==> src/rv_pkg.sv <==
`default_nettype none

package rv_pkg;

  localparam int xlen = 32;
  localparam logic [xlen-1:0] reset_pc = 32'h8000_0000;

  // major opcodes, inst[6:0]
  localparam logic [6:0] opc_op_imm = 7'b001_0011;
  localparam logic [6:0] opc_lui    = 7'b011_0111;
  localparam logic [6:0] opc_auipc  = 7'b001_0111;
  localparam logic [6:0] opc_jal    = 7'b110_1111;
  localparam logic [6:0] opc_jalr   = 7'b110_0111;
  localparam logic [6:0] opc_load   = 7'b000_0011;
  localparam logic [6:0] opc_store  = 7'b010_0011;
  localparam logic [6:0] opc_system = 7'b111_0011;

  // access size and signedness for loads and stores
  localparam logic [2:0] f3_b  = 3'b000;
  localparam logic [2:0] f3_h  = 3'b001;
  localparam logic [2:0] f3_w  = 3'b010;
  localparam logic [2:0] f3_bu = 3'b100;
  localparam logic [2:0] f3_hu = 3'b101;

  // one instruction word, four views of the same 32 bits
  typedef union packed {
    struct packed {
      logic [11:0] imm12;
      logic [4:0]  rs1;
      logic [2:0]  funct3;
      logic [4:0]  rd;
      logic [6:0]  opcode;
    } i_fmt;
    struct packed {
      logic [6:0]  imm_hi;
      logic [4:0]  rs2;
      logic [4:0]  rs1;
      logic [2:0]  funct3;
      logic [4:0]  imm_lo;
      logic [6:0]  opcode;
    } s_fmt;
    struct packed {
      logic [19:0] imm20;
      logic [4:0]  rd;
      logic [6:0]  opcode;
    } u_fmt;
    struct packed {
      logic        imm20;     // sign bit
      logic [9:0]  imm10_1;
      logic        imm11;
      logic [7:0]  imm19_12;
      logic [4:0]  rd;
      logic [6:0]  opcode;
    } j_fmt;
  } instr_t;

endpackage

`default_nettype wire

==> src/decode_if.sv <==
`timescale 1ns/1ps
`default_nettype none

interface decode_if;
  import rv_pkg::*;

  logic [4:0]      rs1;
  logic [4:0]      rs2;
  logic [4:0]      rd;
  logic [2:0]      funct3;
  logic [xlen-1:0] imm;
  logic            op_a_pc;  // adder takes pc instead of rs1
  logic            reg_wen;
  logic            link;     // write back pc+4
  logic            jump;     // next pc from the adder
  logic            load;
  logic            store;

  modport dec (
    output rs1, rs2, rd, funct3, imm, op_a_pc, reg_wen, link, jump, load, store
  );

  modport exe (input imm, op_a_pc, reg_wen, link, jump, load);

  modport lsu (input funct3, load, store);

endinterface

`default_nettype wire

==> src/rv_decoder.sv <==
`timescale 1ns/1ps
`default_nettype none

module rv_decoder (
  input  logic           rst_n,
  input  rv_pkg::instr_t inst,
  decode_if.dec          dec,
  output logic           halt
);
  import rv_pkg::*;

  logic [xlen-1:0] imm_i;
  logic [xlen-1:0] imm_s;
  logic [xlen-1:0] imm_u;
  logic [xlen-1:0] imm_j;

  assign imm_i = {{20{inst.i_fmt.imm12[11]}}, inst.i_fmt.imm12};
  assign imm_s = {{20{inst.s_fmt.imm_hi[6]}}, inst.s_fmt.imm_hi, inst.s_fmt.imm_lo};
  assign imm_u = {inst.u_fmt.imm20, 12'h000};
  assign imm_j = {{11{inst.j_fmt.imm20}}, inst.j_fmt.imm20, inst.j_fmt.imm19_12,
                  inst.j_fmt.imm11, inst.j_fmt.imm10_1, 1'b0};

  always_comb begin
    dec.rs1     = inst.i_fmt.rs1;
    dec.rs2     = inst.s_fmt.rs2;
    dec.rd      = inst.i_fmt.rd;
    dec.funct3  = inst.i_fmt.funct3;
    dec.imm     = '0;
    dec.op_a_pc = 1'b0;
    dec.reg_wen = 1'b0;
    dec.link    = 1'b0;
    dec.jump    = 1'b0;
    dec.load    = 1'b0;
    dec.store   = 1'b0;
    halt        = 1'b0;

    // anything not listed falls through as a plain pc+4 step
    if (rst_n) begin
      case (inst.i_fmt.opcode)
        opc_op_imm: begin
          if (inst.i_fmt.funct3 == 3'b000) begin // addi only
            dec.imm     = imm_i;
            dec.reg_wen = 1'b1;
          end
        end
        opc_lui: begin
          dec.rs1     = 5'd0; // x0 + imm
          dec.imm     = imm_u;
          dec.reg_wen = 1'b1;
        end
        opc_auipc: begin
          dec.imm     = imm_u;
          dec.op_a_pc = 1'b1;
          dec.reg_wen = 1'b1;
        end
        opc_jal: begin
          dec.imm     = imm_j;
          dec.op_a_pc = 1'b1;
          dec.reg_wen = 1'b1;
          dec.link    = 1'b1;
          dec.jump    = 1'b1;
        end
        opc_jalr: begin
          dec.imm     = imm_i;
          dec.reg_wen = 1'b1;
          dec.link    = 1'b1;
          dec.jump    = 1'b1;
        end
        opc_load: begin
          dec.imm     = imm_i;
          dec.reg_wen = 1'b1;
          dec.load    = 1'b1;
        end
        opc_store: begin
          dec.imm   = imm_s;
          dec.store = 1'b1;
        end
        opc_system: begin
          // ebreak is imm12 = 1 with every other field zero
          halt = (inst.i_fmt.imm12 == 12'h001) && (inst.i_fmt.rs1 == 5'd0) &&
                 (inst.i_fmt.funct3 == 3'b000) && (inst.i_fmt.rd == 5'd0);
        end
        default: ;
      endcase
    end
  end

endmodule

`default_nettype wire

==> src/reg_file.sv <==
`timescale 1ns/1ps
`default_nettype none

module reg_file (
  input  logic                    clk,
  input  logic                    wen,
  input  logic [4:0]              waddr,
  input  logic [rv_pkg::xlen-1:0] wdata,
  input  logic [4:0]              rs1addr,
  input  logic [4:0]              rs2addr,
  output logic [rv_pkg::xlen-1:0] rs1data,
  output logic [rv_pkg::xlen-1:0] rs2data
);
  import rv_pkg::*;

  logic [xlen-1:0] regs [32];

  always_ff @(posedge clk) begin
    if (wen && (waddr != 5'd0)) begin // x0 never written
      regs[waddr] <= wdata;
    end
  end

  // reads see the old value until the edge
  assign rs1data = (rs1addr == 5'd0) ? '0 : regs[rs1addr];
  assign rs2data = (rs2addr == 5'd0) ? '0 : regs[rs2addr];

endmodule

`default_nettype wire

==> src/execute_stage.sv <==
`timescale 1ns/1ps
`default_nettype none

module execute_stage (
  input  logic                    clk,
  input  logic                    rst_n,
  decode_if.exe                   exe,
  input  logic [rv_pkg::xlen-1:0] rs1data,
  input  logic [rv_pkg::xlen-1:0] load_data,
  output logic [rv_pkg::xlen-1:0] pc,
  output logic [rv_pkg::xlen-1:0] addr,
  output logic                    reg_wen,
  output logic [rv_pkg::xlen-1:0] reg_wdata
);
  import rv_pkg::*;

  logic [xlen-1:0] op_a;
  logic [xlen-1:0] sum;
  logic [xlen-1:0] pc_plus4;
  logic [xlen-1:0] next_pc;

  assign op_a     = exe.op_a_pc ? pc : rs1data;
  assign sum      = op_a + exe.imm; // also the load/store address
  assign pc_plus4 = pc + 32'd4;
  assign addr     = sum;

  // bit 0 cleared for jalr, jal targets are even already
  assign next_pc = exe.jump ? {sum[xlen-1:1], 1'b0} : pc_plus4;

  assign reg_wen = exe.reg_wen;

  always_comb begin
    if (exe.link) begin
      reg_wdata = pc_plus4;
    end else if (exe.load) begin
      reg_wdata = load_data;
    end else begin
      reg_wdata = sum;
    end
  end

  always_ff @(posedge clk) begin
    if (!rst_n) begin
      pc <= reset_pc;
    end else begin
      pc <= next_pc;
    end
  end

endmodule

`default_nettype wire

==> src/load_store_unit.sv <==
`timescale 1ns/1ps
`default_nettype none

module load_store_unit (
  decode_if.lsu                   lsu,
  input  logic [rv_pkg::xlen-1:0] addr,
  input  logic [rv_pkg::xlen-1:0] rs2data,
  input  logic [rv_pkg::xlen-1:0] mem_rdata,
  output logic [rv_pkg::xlen-1:0] mem_addr,
  output logic [rv_pkg::xlen-1:0] mem_wdata,
  output logic [3:0]              mem_wmask,
  output logic                    mem_ren,
  output logic                    mem_wen,
  output logic [rv_pkg::xlen-1:0] load_data
);
  import rv_pkg::*;

  logic [1:0]      ofs;
  logic [3:0]      byte_mask;
  logic            store_ok;
  logic [xlen-1:0] lane_word;

  assign ofs = addr[1:0];

  // zero mask on a misaligned access
  always_comb begin
    case (lsu.funct3)
      f3_b, f3_bu: byte_mask = 4'b0001 << ofs;
      f3_h, f3_hu: byte_mask = ofs[0] ? 4'b0000 : (4'b0011 << ofs);
      f3_w:        byte_mask = (ofs == 2'b00) ? 4'b1111 : 4'b0000;
      default:     byte_mask = 4'b0000;
    endcase
  end

  assign store_ok = lsu.store && !lsu.funct3[2] && (byte_mask != 4'b0000); // sb/sh/sw

  assign mem_addr  = {addr[xlen-1:2], 2'b00};
  assign mem_wdata = rs2data << {ofs, 3'b000}; // into its byte lane
  assign mem_wmask = store_ok ? byte_mask : 4'b0000;
  assign mem_wen   = store_ok;
  assign mem_ren   = lsu.load && (byte_mask != 4'b0000);

  // addressed lane moved down to bit 0
  assign lane_word = mem_rdata >> {ofs, 3'b000};

  always_comb begin
    load_data = '0;
    if (byte_mask != 4'b0000) begin
      case (lsu.funct3)
        f3_b:    load_data = {{24{lane_word[7]}}, lane_word[7:0]};
        f3_bu:   load_data = {24'h00_0000, lane_word[7:0]};
        f3_h:    load_data = {{16{lane_word[15]}}, lane_word[15:0]};
        f3_hu:   load_data = {16'h0000, lane_word[15:0]};
        f3_w:    load_data = lane_word;
        default: load_data = '0;
      endcase
    end
  end

endmodule

`default_nettype wire

==> src/rv_core_top.sv <==
`timescale 1ns/1ps
`default_nettype none

module rv_core_top (
  input  logic                    clk,
  input  logic                    rst_n,
  input  logic [31:0]             inst,
  output logic [rv_pkg::xlen-1:0] pc,
  output logic [rv_pkg::xlen-1:0] mem_addr,
  output logic [rv_pkg::xlen-1:0] mem_wdata,
  output logic [3:0]              mem_wmask,
  output logic                    mem_ren,
  output logic                    mem_wen,
  input  logic [rv_pkg::xlen-1:0] mem_rdata,
  output logic                    halt
);
  import rv_pkg::*;

  logic [xlen-1:0] rs1data;
  logic [xlen-1:0] rs2data;
  logic [xlen-1:0] addr;       // adder output
  logic            reg_wen;
  logic [xlen-1:0] reg_wdata;
  logic [xlen-1:0] load_data;

  decode_if dec_bus ();

  rv_decoder i_decoder (
    .rst_n (rst_n),
    .inst  (instr_t'(inst)),
    .dec   (dec_bus.dec),
    .halt  (halt)
  );

  reg_file i_reg_file (
    .clk     (clk),
    .wen     (reg_wen),
    .waddr   (dec_bus.rd),
    .wdata   (reg_wdata),
    .rs1addr (dec_bus.rs1),
    .rs2addr (dec_bus.rs2),
    .rs1data (rs1data),
    .rs2data (rs2data)
  );

  execute_stage i_execute (
    .clk       (clk),
    .rst_n     (rst_n),
    .exe       (dec_bus.exe),
    .rs1data   (rs1data),
    .load_data (load_data),
    .pc        (pc),
    .addr      (addr),
    .reg_wen   (reg_wen),
    .reg_wdata (reg_wdata)
  );

  load_store_unit i_lsu (
    .lsu       (dec_bus.lsu),
    .addr      (addr),
    .rs2data   (rs2data),
    .mem_rdata (mem_rdata),
    .mem_addr  (mem_addr),
    .mem_wdata (mem_wdata),
    .mem_wmask (mem_wmask),
    .mem_ren   (mem_ren),
    .mem_wen   (mem_wen),
    .load_data (load_data)
  );

endmodule

`default_nettype wire

==> config.mk <==
export PLATFORM = sky130hd
export DESIGN_NAME = rv_core_top
export DESIGN_NICKNAME = d
export VERILOG_FILES = /design/src/rv_pkg.sv /design/src/decode_if.sv /design/src/rv_decoder.sv /design/src/reg_file.sv /design/src/execute_stage.sv /design/src/load_store_unit.sv /design/src/rv_core_top.sv
export SDC_FILE = /design/constraint.sdc
export NUM_CORES = 2
export LEC_CHECK = 0
export ABC_CLOCK_PERIOD_IN_PS = 12520
export BUFFER_PORTS_ARGS = -buffer_cell sky130_fd_sc_hd__buf_2
export CORE_UTILIZATION = 65
export DETAILED_ROUTE_END_ITERATION = 7
export PLACE_DENSITY_LB_ADDON = 0.15
export REMOVE_ABC_BUFFERS = 1
export SYNTH_ARGS = -nofsm -noshare
export SYNTH_HDL_FRONTEND = slang
export SYNTH_SLANG_ARGS = --single-unit
==> constraint.sdc <==
create_clock -name clk -period 12.52 [get_ports clk]
set_clock_uncertainty 0.15 [all_clocks]
set_input_delay 1.878 -clock clk [delete_from_list [all_inputs] [get_ports clk]]
set_output_delay 1.878 -clock clk [all_outputs]
set_load 0.03 [all_outputs]
==> results.py <==
metrics = {
    "logic_synthesis": {
        "yosysMostFrequentCell": "edfxtp_1",
        "seq_area_frac_synth_pct": 57.7,
        "syn_inst": 4165,
        "synth_top_area_cell": "edfxtp_1",
        "syn_area_per_cell_sq_um": 13.1,
        "synth.area.top_cells": "edfxtp_1 (57%), mux4_2 (13%), nand2_1 (5.1%)",
        "synth_edf_count": 1024,
        "synthTopCellsByCount": "edfxtp_1 (1024), nand2_1 (733), mux4_2 (316)",
        "syn_area_sq_um": 54400,
        "synth_top_area_share_pct": 56.5,
        "synth_cell_types": 78,
        "yosysWarnings": 0,
        "synth_ff_type": "edfxtp_1",
        "ys_ff_latch": 1055,
        "ys_async_sr_fraction_pct": 0,
    },
    "grt": {
        "antenna_found_initial": 6,
        "grt_usage_pct": 46.1,
        "grt_pass1_wl_microns": 275000,
        "grt_max_degree": 133,
        "grt_pass1_vias": 39100,
        "grt_overflow_total": 0,
    },
    "sta": {
        "fin_crit_sh_pct": 85.2,
        "rsz0062_at_grt": "no",
        "slew_headroom_pct": 11.2,
        "layout_min_cycle_time_ps": 10670,
        "tightestPinTransition_ps": 1330,
        "report.final.setup_viol": 0,
        "worst_hold_slack_ps": 580,
        "tns_ps": 0,
        "drv_slew": 0,
        "hold_viol": 0,
        "fmax_mhz": 93.8,
    },
    "clock_network": {
        "clkSinkCount": 1055,
        "cts_root_buffer": "clkbuf_16",
        "cts_setup_buffers": 0,
        "insertion_delay_ps": 710,
        "ctsHoldBuffers": 0,
        "cts-resized-gates": 0,
        "cts_buffers": 108,
        "htree_levels": 3,
        "cts_tree": "done",
        "cts.clk_slew.worst_paths_ps": 60,
        "cts_buffer_depth": 3,
    },
    "floorplan": {
        "initial_core_util_pct": 65.9,
        "io_pins": 169,
        "die_w_microns": 291,
        "core.rowCount": 105,
        "die_h_microns": 291,
        "core_area_sq_um": 82500,
        "die-area_sq_um": 84800,
    },
    "status": {
        "status": "completed",
    },
    "final_layout": {
        "layout-drive-gt1-share_pct": 19.3,
        "finalNetCount": 4352,
        "final_util_pct": 73.0,
        "fin_cells": 5417,
        "syn_to_final_growth_pct": 10.7,
        "nFillCells": 5350,
    },
    "setup_path": {
        "cp.arrival_ps": 8640,
        "timing.rr.start": "i_reg_file.regs[1][0]$_DFFE_PP_",
        "startpoint": "inst[15]",
        "path_class": "in -> out",
        "cp_top_family": "compound AO/OA/AOI/OAI gates",
        "required_ps": 10490,
        "startpoint_type": "input port",
        "crit_buf_inv": 5,
        "crit_fanout": 98,
        "cpPeakStageDelay_ps": 840,
        "crit_chain": "buf_2 -> clkinv_2 -> a21oi_4 -> buf_12 -> nand3_1 -> nand3_1 -> a31oi_1 -> a21oi_1 -> nor2_1 -> ha_4 -> inv_1 -> fa_2 -> nor2b_1 -> o31a_1 -> o31ai_1 -> o21ai_1 -> a221oi_2 -> o21bai_1 -> a221oi_2 -> o21bai_1 -> xor2_1 -> buf_2",
        "slowest_stage": "a21oi_4",
        "cp-end-kind": "primary output",
    },
    "route": {
        "route.detailed.drc": 0,
        "dr_total_vias": 41200,
        "drt_iter0_drc": 7165,
        "wl_per_cell_microns": 36.3,
        "drt_first_pass_iters": 6,
        "detail-route-antenna-nets": 0,
        "via_per_inst": 7.61,
        "wl_microns": 197000,
    },
    "place": {
        "dp.cells": 5213,
        "gp_routability_congestion": 1.02,
        "hpwl_microns": 118000,
        "io_buffer_count": 165,
    },
    "hold_path": {
        "min-delay-path-class": "reg -> reg",
        "min_from": "i_execute.pc[26]$_SDFF_PN0_",
    },
    "power": {
        "ir_drop_v": 0.000134,
        "total_power_w": 0.00840,
        "p_leak_nw": 20.8,
        "p_per_area_nw_per_um2": 140,
    },
    "run": {
        "drv_cap": 0,
    },
}
cell families after synthesis:
logic type      after synthesis  share of synthesized area (%)
compound gates              860                           10.5
xor+xnor                     54                          0.869
fa+ha+maj                    33                          0.773
buf+inv                     361                           3.00
flops                      1055                           57.7
mux                         515                           16.8
other cells                   1                        0.00689
simple gates               1286                           10.4
sequential cells by signal, indices dropped and copies added (netlist names):
signal / cells
i_reg_file.regs: 1024
i_execute.pc: 31
final cells by class:
type,instances,area [sq um],share of cell area (%)
inverter,29,115,0.191
timing repair buffer,276,1840,3.06
clock inverter,59,664,1.10
antenna,3,7.51,0.0125
sequential,1055,31400,52.1
clock buffer,142,2890,4.81
tap,1070,1340,2.22
multi-input combinational,2783,22000,36.5
path summary, 6_finish.rpt:
kind | end | cells past startpoint | slack, ps
hold reg to reg | i_execute.pc[26]$_SDFF_PN0_ | 3 | 580
setup reg to reg | i_reg_file.regs[21][21]$_DFFE_PP_ | 18 | 5640
setup / recovery | mem_addr[20] | 22 | 1850
hold / removal | i_execute.pc[26]$_SDFF_PN0_ | 3 | 580
cell usage in the layout, fill, tap and decap left out, types with 54 or more instances in the layout:
cell          n
o21ai_0      54
o22ai_1      76
buf_2       161
buf_4       100
edfxtp_1   1024
nand3_1     145
mux2i_1     190
o21ai_1      58
a211oi_1    127
a21oi_1     146
nor2b_1     122
clkbuf_16   111
nand2_1     730
a31oi_1     164
nor2_1      117
mux4_2      316
metrics by stage:
stage / cell area, sq um / setup WS (ps)
floorplan: 53000 / -8290
global placement: 56600 / 2410
detailed placement: 56600 / 2280
CTS: 60200 / 2190
global route: 60200 / 1750
finish: 60200 / 1850
where the power goes:
| group | total, W | leakage (nW) | internal [W] | switching (W) |
|---|---|---|---|---|
| Combinational | 0.00112 | 9.62 | 0.000332 | 0.000790 |
| Clock | 0.00328 | 1.73 | 0.00191 | 0.00137 |
| Sequential | 0.00400 | 9.49 | 0.00399 | 0.0000110 |
| Total | 0.00840 | 20.8 | 0.00623 | 0.00217 |
worst register-to-register path, delay by kind of cell (launching register included):
kind | cells | cell delay (ps)
AOI/OAI and AO/OA | 10 | 2800
and+or+nand+nor | 4 | 1160
adders and majority gates | 2 | 1070
buffers and inverters | 2 | 920
DFF | 1 | 330
metal layers:
| layer | global-route usage (%) | wire (microns) | vias up |
|---|---|---|---|
| met5 | 0 | 20 | - |
| met4 | 27.2 | 14100 | 4 |
| met3 | 16.5 | 34200 | 829 |
| met2 | 64.8 | 82400 | 3882 |
| met1 | 62.2 | 65900 | 20000 |
| li1 | - | - | 16500 |
No activity file was read; power rests on OpenSTA's default activity.
